===== config.mk =====
export PLATFORM = sky130hd
export DESIGN_NAME = streamBuffer
export DESIGN_NICKNAME = d
export VERILOG_FILES = /design/src/rtl/streamBufferPkg.sv /design/src/rtl/fifoIf.sv /design/src/rtl/readStage.sv /design/src/rtl/simpleDualPortMemory.sv /design/src/rtl/singleClockFifo.sv /design/src/rtl/streamBuffer.sv /design/src/rtl/writeGuard.sv
export VERILOG_INCLUDE_DIRS = /design/src /design/src/include
export SDC_FILE = /design/constraint.sdc
export NUM_CORES = 1
export LEC_CHECK = 0
export ABC_AREA = 1
export ABC_CLOCK_PERIOD_IN_PS = 2150
export BUFFER_PORTS_ARGS = -buffer_cell sky130_fd_sc_hd__buf_2
export CAP_MARGIN = 10
export CELL_PAD_IN_SITES_DETAIL_PLACEMENT = 2
export CELL_PAD_IN_SITES_GLOBAL_PLACEMENT = 2
export CORE_AREA = 2 2 159 114
export CTS_BUF_LIST = sky130_fd_sc_hd__clkbuf_4
export CTS_CLUSTER_SIZE = 12
export DETAILED_ROUTE_END_ITERATION = 16
export DIE_AREA = 0 0 161 116
export HOLD_SLACK_MARGIN = 0.12
export PLACE_DENSITY = 0.78
export SYNTH_ARGS = -nofsm -noshare
export SYNTH_HDL_FRONTEND = slang
export SYNTH_SLANG_ARGS = --single-unit

===== constraint.sdc =====
create_clock -name clk -period 2.15 [get_ports clk]
set_clock_uncertainty 0.1 [all_clocks]
set_input_delay 0.1075 -clock clk [delete_from_list [all_inputs] [get_ports clk]]
set_output_delay 0.1075 -clock clk [all_outputs]
set_load 0.01 [all_outputs]

===== src/include/streamBuffer_defs.svh =====
`ifndef STREAMBUFFER_DEFS_SVH
`define STREAMBUFFER_DEFS_SVH

// width of one stored word
`define STREAMBUFFER_DATAWIDTH 8

// memory entries, one stays unused so the buffer holds depth-1 words
`define STREAMBUFFER_DEPTH 16

`define STREAMBUFFER_ADDRWIDTH $clog2(`STREAMBUFFER_DEPTH)

// drop and underflow counters
`define STREAMBUFFER_COUNTWIDTH 8

`endif


===== src/rtl/streamBufferPkg.sv =====
`include "streamBuffer_defs.svh"

package streamBufferPkg;

    // one byte of the stream
    typedef logic [`STREAMBUFFER_DATAWIDTH-1:0] dataWord;

    // occupancy, same width as a pointer
    typedef logic [`STREAMBUFFER_ADDRWIDTH-1:0] wordCount;

    // saturating event counter
    typedef logic [`STREAMBUFFER_COUNTWIDTH-1:0] eventCount;

endpackage


===== src/rtl/fifoIf.sv =====
interface fifoIf
    import streamBufferPkg::*;
    ();

    logic                       writeEn;    // from write guard
    dataWord                    dataIn;
    logic                       readReq;    // from read stage
    dataWord                    dataOut;    // fifo head, always visible
    streamBufferPkg::wordCount  wordCount;
    logic                       empty;
    logic                       full;

    // write side only looks at full
    modport guard (
        output writeEn,
        output dataIn,
        input  full
    );

    // read side only looks at empty
    modport reader (
        output readReq,
        input  dataOut,
        input  empty
    );

    modport fifo (
        input  writeEn,
        input  dataIn,
        input  readReq,
        output dataOut,
        output wordCount,
        output empty,
        output full
    );

endinterface


===== src/rtl/readStage.sv =====
module readStage
    import streamBufferPkg::*;
    (
    input   logic       clk,
    input   logic       reset,
    input   logic       readStrobe,
    fifoIf.reader       fifo,
    output  dataWord    outData,
    output  logic       outValid,
    output  eventCount  underflowCount
    );


    logic  readGrant;
    logic  readRefused;


    assign readGrant   = readStrobe && !fifo.empty;
    assign readRefused = readStrobe && fifo.empty;

    // pops the head at the same edge the word is captured
    assign fifo.readReq = readGrant;


    // one cycle valid pulse per granted read
    always_ff @(posedge clk or posedge reset) begin
        if (reset)
            outValid <= 1'b0;
        else
            outValid <= readGrant;
    end


    // output word, holds between reads
    always_ff @(posedge clk) begin
        if (readGrant)
            outData <= fifo.dataOut;
    end


    // underflow counter stops at all ones
    always_ff @(posedge clk or posedge reset) begin
        if (reset)
            underflowCount <= '0;
        else if (readRefused && (underflowCount != '1))
            underflowCount <= underflowCount + 1'b1;
    end


endmodule


===== src/rtl/simpleDualPortMemory.sv =====
module simpleDualPortMemory
    #(parameter  DATAWIDTH    = 8,
      parameter  DATADEPTH    = 16,
      localparam ADDRESSWIDTH = $clog2(DATADEPTH))(
    input   logic                      clk,
    input   logic                      writeEn,
    input   logic  [DATAWIDTH-1:0]     dataIn,
    input   logic  [ADDRESSWIDTH-1:0]  writeAddress,
    input   logic  [ADDRESSWIDTH-1:0]  readAddress,
    output  logic  [DATAWIDTH-1:0]     dataOut
    );


    logic  [DATAWIDTH-1:0]  memory [DATADEPTH];


    // write port
    always_ff @(posedge clk) begin
        if (writeEn)
            memory[writeAddress] <= dataIn;
    end


    // read port has no register, head word shows right away
    assign dataOut = memory[readAddress];


endmodule


===== src/rtl/singleClockFifo.sv =====
module singleClockFifo
    #(parameter DATAWIDTH = 8,
      parameter DATADEPTH = 16)(
    input   logic  clk,
    input   logic  reset,
    fifoIf.fifo    fifo
    );


    localparam ADDRESSWIDTH = $clog2(DATADEPTH);

    logic  [ADDRESSWIDTH-1:0]  writePointer;
    logic  [ADDRESSWIDTH-1:0]  readPointer;
    logic  [ADDRESSWIDTH-1:0]  occupancy;
    logic  [DATAWIDTH-1:0]     headWord;


    // one entry stays free, so full sits at depth-1
    assign fifo.empty     = (occupancy == 0);
    assign fifo.full      = (occupancy == ADDRESSWIDTH'(DATADEPTH-1));
    assign fifo.wordCount = occupancy;
    assign fifo.dataOut   = headWord;


    // write pointer
    always_ff @(posedge clk or posedge reset) begin
        if (reset)
            writePointer <= '0;
        else if (fifo.writeEn) begin
            if (writePointer == ADDRESSWIDTH'(DATADEPTH-1))
                writePointer <= '0;     // wrap
            else
                writePointer <= writePointer + 1'b1;
        end
    end


    // read pointer
    always_ff @(posedge clk or posedge reset) begin
        if (reset)
            readPointer <= '0;
        else if (fifo.readReq) begin
            if (readPointer == ADDRESSWIDTH'(DATADEPTH-1))
                readPointer <= '0;
            else
                readPointer <= readPointer + 1'b1;
        end
    end


    // word counter
    always_ff @(posedge clk or posedge reset) begin
        if (reset)
            occupancy <= '0;
        else if (fifo.readReq && !fifo.writeEn)
            occupancy <= occupancy - 1'b1;  // read only
        else if (fifo.writeEn && !fifo.readReq)
            occupancy <= occupancy + 1'b1;  // write only
        // both or neither leaves the count alone
    end


    // strobes come in already checked against full and empty
    simpleDualPortMemory #(.DATAWIDTH(DATAWIDTH), .DATADEPTH(DATADEPTH))
    memory (
        .clk,
        .writeEn      (fifo.writeEn),
        .dataIn       (fifo.dataIn),
        .writeAddress (writePointer),
        .readAddress  (readPointer),
        .dataOut      (headWord)
    );


endmodule


===== src/rtl/streamBuffer.sv =====
`include "streamBuffer_defs.svh"

module streamBuffer
    import streamBufferPkg::*;
    (
    input   logic       clk,
    input   logic       reset,
    input   logic       writeStrobe,
    input   dataWord    writeData,
    input   logic       readStrobe,
    output  dataWord    outData,
    output  logic       outValid,
    output  wordCount   level,
    output  logic       empty,
    output  logic       full,
    output  eventCount  dropCount,
    output  eventCount  underflowCount
    );


    fifoIf fifoBus ();


    // status straight from the fifo
    assign level = fifoBus.wordCount;
    assign empty = fifoBus.empty;
    assign full  = fifoBus.full;


    writeGuard writeGuard (
        .clk,
        .reset,
        .writeStrobe,
        .writeData,
        .fifo       (fifoBus.guard),
        .dropCount
    );


    singleClockFifo #(
        .DATAWIDTH  (`STREAMBUFFER_DATAWIDTH),
        .DATADEPTH  (`STREAMBUFFER_DEPTH)
    ) singleClockFifo (
        .clk,
        .reset,
        .fifo       (fifoBus.fifo)
    );


    readStage readStage (
        .clk,
        .reset,
        .readStrobe,
        .fifo       (fifoBus.reader),
        .outData,
        .outValid,
        .underflowCount
    );


endmodule


===== src/rtl/writeGuard.sv =====
module writeGuard
    import streamBufferPkg::*;
    (
    input   logic       clk,
    input   logic       reset,
    input   logic       writeStrobe,
    input   dataWord    writeData,
    fifoIf.guard        fifo,
    output  eventCount  dropCount
    );


    logic  dropHit;


    // full blocks the strobe in the same cycle
    assign fifo.writeEn = writeStrobe && !fifo.full;
    assign fifo.dataIn  = writeData;

    assign dropHit = writeStrobe && fifo.full;


    // saturating drop counter
    always_ff @(posedge clk or posedge reset) begin
        if (reset)
            dropCount <= '0;
        else if (dropHit && (dropCount != '1))
            dropCount <= dropCount + 1'b1;
    end


endmodule


### Word level (Yosys, flattened, before mapping)

Memory sizes are Yosys's and may differ from the RTL's. A register that Yosys moved wholly into a read port is not among the register bits.
Cells that the tools add are included.

| operators by class | value |
|---|---|
| $add $sub $neg | 6 |
| multiplexer cells | 6 |
| reductions and logical operators | 14 |
| equal/unequal tests | 5 |

Operators with widths:

| operator | count |
|---|---|
| $add A8 B1 Y8 const B | 2 |
| $mux W4 | 4 |
| $ne A8 B8 Y1 const B | 2 |
| $add A4 B1 Y4 const B | 3 |
| $eq A4 B4 Y1 const B | 3 |
| $logic_and A1 B1 Y1 | 8 |
| $logic_not A1 Y1 | 4 |
| $logic_not A4 Y1 | 1 |
| $sub A4 B1 Y4 const B | 1 |
| $mux W1 | 2 |
| $reduce_bool A2 Y1 | 1 |

| word-level totals | value |
|---|---|
| memories | 1 |
| logic and storage cells | 38 |
| output and inout bits | 31 |
| input bits | 12 |
| bits in writable memories | 128 |
| register bits | 29 |

Memories:

| memory | depth | width | read ports | clocked after Yosys merged registers in | wr ports | RTL line | source |
|---|---|---|---|---|---|---|---|
| singleClockFifo.memory.memory | 16 | 8 | 1 | 1 | 1 | simpleDualPortMemory.sv:14 | `logic [DATAWIDTH-1:0] memory [DATADEPTH];` |

### Logic depth before layout (Yosys ltp)

Gate-level depths: netlist of the first run.

| logic depth | value |
|---|---|
| depth in word-level cells | 7 |
| mapped depth | 13 |
| mapped depth without buffers | 13 |

### Hierarchy

A second synthesis of the first run with hierarchy kept.

| unflattened totals | value |
|---|---|
| cells, all modules | 774 |
| area, all modules | 7614.8 sq um |

By module, submodules not included:

| module | cells an instance | area an instance (sq um) | times used | sequential area each (sq um) |
|---|---|---|---|---|
| simpleDualPortMemory | 543 | 5606.6 | 1 | 3843.7 |
| readStage | 76 | 769.5 | 1 | 465.4 |
| singleClockFifo | 80 | 674.4 | 1 | 300.3 |
| writeGuard | 75 | 564.3 | 1 | 200.2 |

### Worst setup path after synthesis of the first run

OpenSTA, ideal clock, no wires.

| timing | value |
|---|---|
| path type | register to register |
| start point | register singleClockFifo.occupancy[0], in the netlist singleClockFifo.fifo.wordCount[0] |
| end point | register singleClockFifo.occupancy[2], in the netlist singleClockFifo.fifo.wordCount[2] |
| path buffers | 0 |
| data arrival time | 1.767 ns |
| stages on the path, launching flop included | 13 |
| library setup time | 0.128 ns |
| clock period less this slack | 1.995 ns |
| setup slack | 0.155 ns |
| required time | 1.922 ns |
| path through | dfrtp_1 -> inv_1 -> nand3_1 -> nand2_1 -> inv_2 -> ha_1 -> inv_1 -> nand2_1 -> nand2_1 -> ha_1 -> a21oi_1 -> xor2_1 -> o21ai_0 |

| on the way | value |
|---|---|
| cells in the longest elaborated chain, start to end | 6 |
| elaborated cells on any way between the ends | 15 |
| those cells by class | add/sub (2); eq/ne (1); mux (2); reduce/logical (10) |

Ends and longest elaborated chain:

| item | RTL line | source |
|---|---|---|
| start, declared | singleClockFifo.sv:14 | `logic [ADDRESSWIDTH-1:0] occupancy;` |
| start signal, assigned | singleClockFifo.sv:56 | `occupancy <= occupancy - 1'b1;` |
| start signal, assigned | singleClockFifo.sv:58 | `occupancy <= occupancy + 1'b1;` |
| $logic_not A4 Y1 * | singleClockFifo.sv:19 | `assign fifo.empty = (occupancy == 0);` |
| $logic_not A1 Y1 * | readStage.sv:18 | `assign readGrant = readStrobe && !fifo.empty;` |
| $logic_and A1 B1 Y1 * | readStage.sv:18 |  |
| net fifoBus.readReq | fifoIf.sv:7 | `logic readReq;` |
| $logic_not A1 Y1 | singleClockFifo.sv:57 | `else if (fifo.writeEn && !fifo.readReq)` |
| $logic_and A1 B1 Y1 | singleClockFifo.sv:57 |  |
| $reduce_bool A2 Y1 (no source line) | n/a |  |

The timed path passes the listed nets; every way through them passes the cells marked *. The select of a mux whose other input is x is not followed.
A chain may end at the register's enable or synchronous reset.

### Worst setup path after layout of the first run

| timing | value |
|---|---|
| start point | register singleClockFifo.occupancy[1], in the netlist singleClockFifo.fifo.wordCount[1] |
| end point | register singleClockFifo.occupancy[2], in the netlist singleClockFifo.fifo.wordCount[2] |

The elaborated chain is that of the path after synthesis.

==> impl_metrics.py, run 1 <==
metrics = {
    "worst_setup_path": {
        "worst_setup_path_end_kind": "flop",
        "timing.critical_path.arrival_ps": 2400,
        "crit_path_cell_trace": "nor2_2 -> nand3_2 -> nand2_1 -> inv_2 -> ha_1 -> nand2_1 -> nand2_1 -> ha_1 -> a21oi_2 -> xor2_1 -> o21ai_0",
        "worstSetupStartpoint": "singleClockFifo.fifo.wordCount[1]",
        "crit_path_max_fanout": 4,
        "crit-reg2reg-launch": "singleClockFifo.fifo.wordCount[1]",
        "path_common_cell": "nand2_1",
        "crit_path_max_incr_delay_ps": 460,
        "startpoint_type": "flop",
        "path_class": "flop to flop",
        "required_worst_endpoint_ps": 2500,
        "critical_path.slowest_cell": "dfrtp_2",
    },
    "logic_synthesis": {
        "synthesis.instances": 661,
        "mean_area_per_synthesized_cell_um2": 10.7,
        "yosys.cell_types.count": 25,
        "synth_top_flop_cell": "edfxtp_1",
        "most_numerous_cell_in_the_yosys_netlist": "nor2_1",
        "synth_top_cells_by_count": "nor2_1, edfxtp_1, nand2_1, o21ai_0, nand3_1",
        "synth_warnings": 0,
        "synthDominantCellAreaShare_pct": 57.6,
        "synth_top_cells_by_area": "edfxtp_1, dfrtp_1, nor2_1",
        "synth_async_sr_flop_share_pct": 17.6,
        "ys_ff_latch": 165,
        "ys_seq_area_share_pct": 67.8,
        "synth.cell_area_mm2": 0.00709,
        "synth_top_cell_by_area": "edfxtp_1",
        "syn_nets": 683,
        "post_synth_edffs": 136,
    },
    "grt": {
        "overflow": 0,
        "gr-usage-all-layers_pct": 23.9,
        "grt_start_max_net_pins": 35,
        "grt_pass1_vias": 5694,
        "global_route_wire_length_before_repair_um": 33100,
        "grt_antenna_before_repair": 0,
    },
    "min_path": {
        "hold_path.startpoint": "writeData[1]",
        "hold_path_class": "input port to flop",
    },
    "clocking": {
        "clkTransAtPathRegs_ps": 150,
        "tritoncts_num_sinks": 165,
        "cts_tree": "yes",
        "cts-root-to-sink-buffers": 2,
        "cts-buffers-inserted": 17,
        "clock_latency_ps": 570,
        "cts-root-buf": "clkbuf_4",
        "cts_htree_levels": 4,
    },
    "die": {
        "fp.dieArea_mm2": 0.0187,
        "row_count": 40,
        "die_width_um": 161,
        "start_util_pct": 41.7,
        "design.core.area_mm2": 0.0170,
        "num_io_pins": 43,
        "dieHeight_um": 116,
    },
    "routing": {
        "vias": 5116,
        "via_per_inst": 5.19,
        "finalWirelength_um": 20700,
        "drc": 0,
        "drc_violation_total_after_the_first_tritonroute_iteration": 313,
        "ant_nets": 0,
        "drt_pre_antenna_iters": 4,
        "wire_per_inst_um": 21.0,
    },
    "flow_run": {
        "maxCapViolations": 0,
    },
    "timing": {
        "period_minus_slack_ps": 2050,
        "hold_viol": 0,
        "worst-slew-pin-transition_ps": 600,
        "totalNegativeSetupSlack_ps": 0,
        "final_max_slew_viol_count": 0,
        "timing.final.crit_share_pct": 95.3,
        "grt_setup_unrepaired": "yes",
        "setup_viol": 0,
        "slew_headroom_pct": 60.0,
        "maxClockFrequency_mhz": 488,
    },
    "run_status": {
        "run_status": "completed",
    },
    "finish": {
        "final_core_utilization_pct": 48.1,
        "flow.area_growth_from_synthesis_pct": 15.5,
        "post_route_cells_drive_above_1_share_pct": 17.1,
        "finalNetCount": 763,
        "antenna_cells": 0,
    },
    "power_and_ir_drop": {
        "irDropWorstVdd_mv": 0.470,
        "p_per_area_mw_per_mm2": 1260,
        "cellLeakagePower_nw": 3.22,
    },
    "place": {
        "placement.io_buffers": 42,
        "finalWeightedCongestion": 0.772,
        "dp.final_hpwl_um": 13700,
    },
}
-- worst max-delay path, delay by kind of cell, from the launching register on --
| family | cells | cell delay (ps) |
|---|---|---|
| AOI/OAI and AO/OA | 2 | 220 |
| DFF | 1 | 460 |
| and+or+nand+nor | 5 | 540 |
| adders and majority gates | 2 | 410 |
| xor gates and xnor gates | 1 | 160 |
| buffers and inverters | 1 | 40 |
-- sequential cells by signal (all words and copies together), names as in the netlist --
name and count:
singleClockFifo.memory.memory 128, singleClockFifo.fifo.wordCount 4, singleClockFifo.writePointer 4, singleClockFifo.readPointer 4, readStage.outData 8, readStage.underflowCount 8, writeGuard.dropCount 8, readStage.outValid 1
-- path summary, 6_finish.rpt --
| path | to | slack, ps | depth (start not counted) |
|---|---|---|---|
| worst min register to register | writeGuard.dropCount[0] | 450 | 1 |
| max in group asynchronous | singleClockFifo.fifo.wordCount[0] | 640 | 5 |
| min in group asynchronous | writeGuard.dropCount[5] | 600 | 4 |
| worst max register to register | singleClockFifo.fifo.wordCount[2] | 100 | 11 |
| worst min-delay path | singleClockFifo.memory.memory[5][1] | 420 | 2 |
| worst max-delay path | singleClockFifo.fifo.wordCount[2] | 100 | 11 |
-- routing by layer --
layer  vias up  part of all wire, %  GRT usage (%)
met4         0                 0.58           4.23
met2        63                   51           43.1
li1       2379                    -              -
met1      2664                   45           30.9
met3        10                  3.0           4.37
met5         -                    0              0
-- report_power, final --
| group | total, mW | internal (mW) | leakage, nW | switching [mW] |
|---|---|---|---|---|
| Combinational | 3.90 | 1.28 | 1.46 | 2.61 |
| Clock | 2.06 | 0.947 | 0.170 | 1.12 |
| Sequential | 4.40 | 4.03 | 1.60 | 0.375 |
| Total | 10.4 | 6.26 | 3.22 | 4.11 |
-- repair_timing --
item	in CTS	in global routing
setup buffers	2	1
pin swaps	0	0
setup endpoints to repair	1	64
resized for setup	2	10
endpoints found under the hold margin	190	0
hold buffers	12	0
-- final cells by class --
class,instances,area [um2]
Inverter,43,168
Sequential cell,165,4810
Tap cell,231,289
Fill cell,1790,8820
Multi-Input combinational cell,429,2010
Timing Repair Buffer,85,588
Clock inverter,13,184
Clock buffer,19,143
-- cell usage in the layout (no fill, tap or decap) --
master	instances
nand3_1	37
dfrtp_1	25
inv_1	35
bufinv_16	4
buf_2	42
clkinv_4	4
ha_2	1
nor2_1	156
nand3b_1	2
edfxtp_1	136
a21oi_2	1
o21ai_1	14
nand2_1	110
ha_1	9
inv_4	1
clkinvlp_4	3
nand2_2	6
buf_12	2
inv_2	4
o21ai_0	65
xor2_1	9
nor2_2	3
nand3_2	1
clkinv_1	3
o21ai_2	2
nand4_1	3
clkbuf_4	19
dlygate4sd3_1	12
buf_4	29
xnor2_1	9
clkinv_2	2
o21ai_4	1
dfrtp_2	4
-- logic make-up after synthesis --
| family | Yosys count | share of synthesized area [%] |
|---|---|---|
| adders and majority gates | 10 | 1.76 |
| xor gates and xnor gates | 18 | 2.22 |
| and+or+nand+nor | 318 | 17.8 |
| AOI/OAI and AO/OA | 83 | 6.12 |
| DFF | 165 | 67.8 |
| buffers and inverters | 67 | 4.25 |
-- per-stage QoR --
stage,setup slack (ps),hold slack (ps),power [mW],cell area (um2),cells
finish,102,416,10.4,8190,985
global route,-36.7,386,11.1,8190,985
CTS,18.5,380,10.4,8160,984
detailed placement,-12.9,106,8.24,7690,938
global placement,227,87.1,7.90,7690,938
floorplan,155,85.6,6.77,7090,661
Note: power is estimated with default switching activity, not from simulation.
==> run 2, diff against run 1 <==
--- a/config.mk
+++ b/config.mk
@@ -18,6 +18,7 @@
 export DETAILED_ROUTE_END_ITERATION = 16
 export DIE_AREA = 0 0 161 116
 export HOLD_SLACK_MARGIN = 0.12
+export MAX_ROUTING_LAYER = met4
 export PLACE_DENSITY = 0.78
 export SYNTH_ARGS = -nofsm -noshare
 export SYNTH_HDL_FRONTEND = slang
==> run 2 against run 1 <==
Hold slack worse by 0.71 ps; cell count unchanged; global-route usage rose by 0.74 points; power about the same; critical path depth stayed put; routed wire length increased by 0.16%; via count about the same.
==> impl_metrics.py, run 2 (synthesis gave the netlist of run 1 again) <==
metrics = {
    "run_status": {
        "run_status": "completed",
    },
    "min_path": {
        "hold_path_class": "input port to flop",
        "holdPathEnd": "singleClockFifo.memory.memory[5][1]",
        "min_path_cells": 2,
        "hold_path.startpoint": "writeData[1]",
    },
    "finish": {
        "finalNetCount": 763,
        "multi_input_comb_area_mm2": 0.00201,
        "layout_commonest_cell": "nor2_1",
        "finish.instance_area_mm2": 0.00819,
        "num-fill-cells": 1790,
        "final_core_utilization_pct": 48.1,
        "post_route_cells_drive_above_1_share_pct": 17.1,
        "seqCellArea_mm2": 0.00481,
        "largest-register": "singleClockFifo.memory.memory",
        "final_cell_mix": "nor2_1, edfxtp_1, nand2_1, o21ai_0, buf_2",
        "flow.area_growth_from_synthesis_pct": 15.5,
        "flip_flop_count_of_the_largest_register_after_layout": 128,
        "antenna_cells": 0,
    },
    "timing": {
        "worst_slack_ps": 106,
        "period_minus_slack_ps": 2040,
        "hold_slack_ps": 415,
        "final_max_slew_viol_count": 0,
        "maxClockFrequency_mhz": 489,
        "timing.final.crit_share_pct": 95.1,
        "totalNegativeSetupSlack_ps": 0,
        "slew_headroom_pct": 60.6,
        "setup_viol": 0,
        "worst-slew-pin-transition_ps": 590,
        "grt_setup_unrepaired": "yes",
        "hold_viol": 0,
    },
    "grt": {
        "grt_start_max_net_pins": 35,
        "grt_antenna_before_repair": 0,
        "overflow": 0,
        "global_route_wire_length_before_repair_um": 33100,
        "gr-usage-all-layers_pct": 24.6,
        "grt_pass1_vias": 5690,
    },
    "power_and_ir_drop": {
        "p_per_area_mw_per_mm2": 1270,
        "irDropWorstVdd_mv": 0.473,
        "cellLeakagePower_nw": 3.22,
    },
    "worst_setup_path": {
        "crit-reg2reg-launch": "singleClockFifo.fifo.wordCount[1]",
        "regToRegEndpoint": "singleClockFifo.fifo.wordCount[2]",
        "crit_path_cell_trace": "nor2_2 -> nand3_2 -> nand2_1 -> inv_2 -> ha_1 -> nand2_1 -> nand2_1 -> ha_1 -> a21oi_2 -> xor2_1 -> o21ai_0",
        "worst_setup_path_end_kind": "flop",
        "timing.critical_path.arrival_ps": 2390,
        "critical_path.slowest_cell": "dfrtp_2",
        "critPathTopFamily": "simple AND/OR/NAND/NOR gates",
        "crit_path_max_fanout": 4,
        "timing.critical_path.buf_inv": 1,
        "path_class": "flop to flop",
        "required_worst_endpoint_ps": 2500,
        "crit_path_max_incr_delay_ps": 460,
        "reg2reg_depth": 11,
        "r2r_setup_slack_ps": 110,
        "path_common_cell": "nand2_1",
        "startpoint_type": "flop",
    },
    "routing": {
        "drt_pre_antenna_iters": 4,
        "drc": 0,
        "vias": 5113,
        "drc_violation_total_after_the_first_tritonroute_iteration": 309,
        "wire_per_inst_um": 21.0,
        "via_per_inst": 5.19,
        "ant_nets": 0,
        "finalWirelength_um": 20700,
    },
    "die": {
        "dieHeight_um": 116,
        "start_util_pct": 41.7,
        "fp.dieArea_mm2": 0.0187,
        "die_width_um": 161,
        "row_count": 40,
        "num_io_pins": 43,
        "design.core.area_mm2": 0.0170,
    },
    "place": {
        "detailedPlace.worstSlack_ps": -12.9,
        "placedInstanceArea_mm2": 0.00769,
        "dp.final_hpwl_um": 13700,
        "finalWeightedCongestion": 0.782,
        "placement.io_buffers": 42,
    },
    "clocking": {
        "cts-root-buf": "clkbuf_4",
        "cts-root-to-sink-buffers": 2,
        "cts_htree_levels": 4,
        "clkTransAtPathRegs_ps": 150,
        "tritoncts_num_sinks": 165,
        "cts-buffers-inserted": 17,
        "clock_latency_ps": 570,
        "cts_tree": "yes",
    },
    "flow_run": {
        "maxCapViolations": 0,
    },
}
run 2: cell counts in the layout (fill, tap and decap cells not counted):
No cell type changed its count.
run 2: per-stage QoR:
step | instances | total power, mW
final | 985 | 10.4
after global routing | 985 | 11.1
after CTS | 984 | 10.4
after floorplan | 661 | 6.77
after detailed placement | 938 | 8.24
after global placement | 938 | 7.90
run 2: worst max-delay path by stage:
stage,slack (ps),cells after the start,from,endpoint
after CTS,20,11,singleClockFifo.fifo.wordCount[2],singleClockFifo.fifo.wordCount[2]
after global routing,-40,11,singleClockFifo.fifo.wordCount[1],singleClockFifo.fifo.wordCount[2]
after detailed placement,-10,11,singleClockFifo.fifo.wordCount[1],singleClockFifo.fifo.wordCount[2]
final,110,11,singleClockFifo.fifo.wordCount[1],singleClockFifo.fifo.wordCount[2]
after floorplan,160,12,singleClockFifo.fifo.wordCount[0],singleClockFifo.fifo.wordCount[2]
after global placement,230,11,singleClockFifo.fifo.wordCount[1],singleClockFifo.fifo.wordCount[2]
run 2: report_power, final:
part | switching, mW | internal, mW | total, mW
clock network | 1.11 | 0.947 | 2.06
registers | 0.376 | 4.03 | 4.40
logic | 2.62 | 1.28 | 3.91
run 2: routing by layer:
layer,GRT usage (%),part of all wire [%],up-vias
met5,-,0,-
met4,4.40,0.54,0
met3,4.15,2.3,10
met2,43.1,51,61
met1,30.9,46,2666
li1,-,-,2376
run 2: what timing repair did:
item	4_1_cts	5_1_grt
gates cloned	0	0
hold buffers	12	0
setup buffers	2	1
gates resized for setup	2	10
setup endpoints to repair	1	64
hold endpoints to repair	190	0
run 2: area by class of cell:
type                            count  share of cell area, %
Clock buffer                       19                   1.74
Clock inverter                     13                   2.24
Inverter                           43                   2.05
Multi-Input combinational cell    429                   24.5
Sequential cell                   165                   58.8
Tap cell                          231                   3.53
Timing Repair Buffer               85                   7.18
==> run 3, diff against run 2 <==
--- a/config.mk
+++ b/config.mk
@@ -19,7 +19,8 @@
 export DIE_AREA = 0 0 161 116
 export HOLD_SLACK_MARGIN = 0.12
 export MAX_ROUTING_LAYER = met4
-export PLACE_DENSITY = 0.78
+export PLACE_DENSITY = 0.88
+export RECOVER_POWER = 25
 export SYNTH_ARGS = -nofsm -noshare
 export SYNTH_HDL_FRONTEND = slang
 export SYNTH_SLANG_ARGS = --single-unit
==> run 3 against run 2 <==
The flow now finishes with violations (negative setup slack); combinational power up 15%; register-to-register slack worse by 220 ps; fmax down 9.7%; design area up 1.0%; non-clock buffer count up 6; sequential power up 2%; power up 8.0%.
==> impl_metrics.py, run 3 (synthesis gave the netlist of run 1 again) <==
metrics = {
    "power_and_ir_drop": {
        "switchingPower_mw": 4.87,
        "comb_power_share_pct": 40.0,
        "irDropWorstVdd_mv": 0.418,
        "cellInternalPower_mw": 6.33,
        "p_clk_share_pct": 19.8,
        "pwr-share-seq_pct": 40.2,
        "netSwitchingFraction_pct": 43.5,
        "p_per_area_mw_per_mm2": 1350,
        "cellLeakagePower_nw": 3.23,
    },
    "worst_setup_path": {
        "crit_path_cell_trace": "inv_2 -> buf_4 -> nor2_1 -> o21ai_0 -> nand2_1 -> nand2_1 -> nand2_1 -> inv_1 -> nand2_1",
        "timing.critical_path.buf_inv": 3,
        "crit_path_max_incr_delay_ps": 470,
        "timing.critical_path.arrival_ps": 2510,
        "critical_path.slowest_cell": "dfrtp_1",
        "crit_path_max_fanout": 19,
        "required_worst_endpoint_ps": 2400,
        "startpoint_type": "flop",
        "critPathTopFamily": "buffers and inverters",
        "crit-reg2reg-launch": "singleClockFifo.readPointer[1]",
        "worst_setup_path_end_kind": "flop",
        "path_class": "flop to flop",
        "worstSetupStartpoint": "singleClockFifo.readPointer[1]",
        "path_common_cell": "nand2_1",
    },
    "finish": {
        "final_core_utilization_pct": 48.6,
        "finalNetCount": 769,
        "largest-register": "singleClockFifo.memory.memory",
        "flow.area_growth_from_synthesis_pct": 16.7,
        "final_cell_mix": "nor2_1, edfxtp_1, nand2_1, o21ai_0, nand3_1",
        "layout_commonest_cell": "nor2_1",
        "flip_flop_count_of_the_largest_register_after_layout": 128,
        "post_route_cells_drive_above_1_share_pct": 17.9,
        "finish.instance_area_mm2": 0.00828,
    },
    "clocking": {
        "cts-root-to-sink-buffers": 2,
        "tritoncts_num_sinks": 165,
        "cts-root-buf": "clkbuf_4",
        "cts-buffers-inserted": 17,
        "clkTransAtPathRegs_ps": 160,
        "clock_latency_ps": 610,
        "cts_htree_levels": 4,
        "cts_tree": "yes",
    },
    "routing": {
        "finalWirelength_um": 27800,
        "wire_per_inst_um": 28.1,
        "drc": 0,
        "vias": 5640,
        "ant_nets": 0,
        "via_per_inst": 5.69,
        "drc_violation_total_after_the_first_tritonroute_iteration": 637,
        "drt_pre_antenna_iters": 6,
    },
    "min_path": {
        "hold_path_class": "input port to flop",
        "hold_path.startpoint": "readStrobe",
    },
    "place": {
        "finalWeightedCongestion": 0.778,
        "detailedPlace.worstSlack_ps": -106,
        "placement.io_buffers": 42,
        "dp.final_hpwl_um": 15300,
        "placedInstanceArea_mm2": 0.00769,
    },
    "die": {
        "fp.dieArea_mm2": 0.0187,
        "num_io_pins": 43,
        "row_count": 40,
        "dieHeight_um": 116,
        "die_width_um": 161,
        "start_util_pct": 41.7,
        "design.core.area_mm2": 0.0170,
    },
    "run_status": {
        "violations": "negative setup slack",
        "run_status": "finished with violations",
    },
    "grt": {
        "grt_pass1_vias": 6043,
        "global_route_wire_length_before_repair_um": 37600,
        "grt_start_max_net_pins": 42,
        "gr-usage-all-layers_pct": 28.7,
        "overflow": 0,
        "grt_antenna_before_repair": 1,
    },
    "timing": {
        "totalNegativeSetupSlack_ps": -114,
        "hold_viol": 0,
        "maxClockFrequency_mhz": 442,
        "timing.final.crit_share_pct": 105,
        "final_max_slew_viol_count": 0,
        "worst-slew-pin-transition_ps": 969,
        "period_minus_slack_ps": 2260,
        "slew_headroom_pct": 35.4,
        "setup_viol": 1,
        "worst_slack_ps": -114,
    },
    "flow_run": {
        "maxCapViolations": 0,
    },
}
==> run 3: layout make-up <==
type,count,area (um2)
tap,231,289
clock buffer,18,135
inverter,43,168
fill,1768,8740
timing repair buffer,91,616
sequential,165,4820
clock inverter,14,184
multi-input combinational,429,2070
antenna,1,2.50
==> run 3: power groups by stage <==
stage | sequential (mW) | combinational, mW | clock, mW
after floorplan | 4.42 | 2.35 | 0
after global placement | 4.44 | 3.38 | 0
after detailed placement | 4.52 | 3.78 | 0
after CTS | 4.48 | 4.04 | 2.13
after global routing | 4.54 | 4.81 | 2.34
final | 4.50 | 4.48 | 2.22
==> run 3: worst paths after layout <==
kind / endpoint / slack (ps) / cells after the start
max: readStage.outData[3] / -110 / 9
min: readStage.outValid / 400 / 5
max reg2reg: readStage.outData[3] / -110 / 9
min reg2reg: readStage.underflowCount[3] / 490 / 2
max in group asynchronous: singleClockFifo.fifo.wordCount[3] / 1010 / 5
min in group asynchronous: writeGuard.dropCount[7] / 570 / 5
==> run 3: tightest hold or removal path, delay by kind of cell <==
family | cells | cell delay, ps
buffers and inverters | 4 | 890
AND/OR/NAND/NOR | 1 | 60
==> run 3: through the flow <==
stage / instances / hold WS [ps] / total power [mW]
after global placement: 939 / 121 / 7.82
after floorplan: 661 / 85.6 / 6.77
after CTS: 984 / 328 / 10.7
after detailed placement: 939 / 131 / 8.30
after global routing: 992 / 389 / 11.7
final: 992 / 401 / 11.2
==> run 3: routing by layer <==
layer  GRT usage [%]  vias up  wire, um
met5               -        -         0
met2            50.5      235     14300
met3            5.33       60      1490
met1            33.5     2961     11200
met4            10.3        0       864
li1                -     2384         -
==> run 3: timing repair <==
item / CTS / global route
gates resized for setup: 10 / 17
endpoints found under the hold margin: 190 / 0
pin swaps: 0 / 4
hold buffers: 12 / 0
buffers inserted: 1 / 7
setup endpoints to repair: 5 / 126
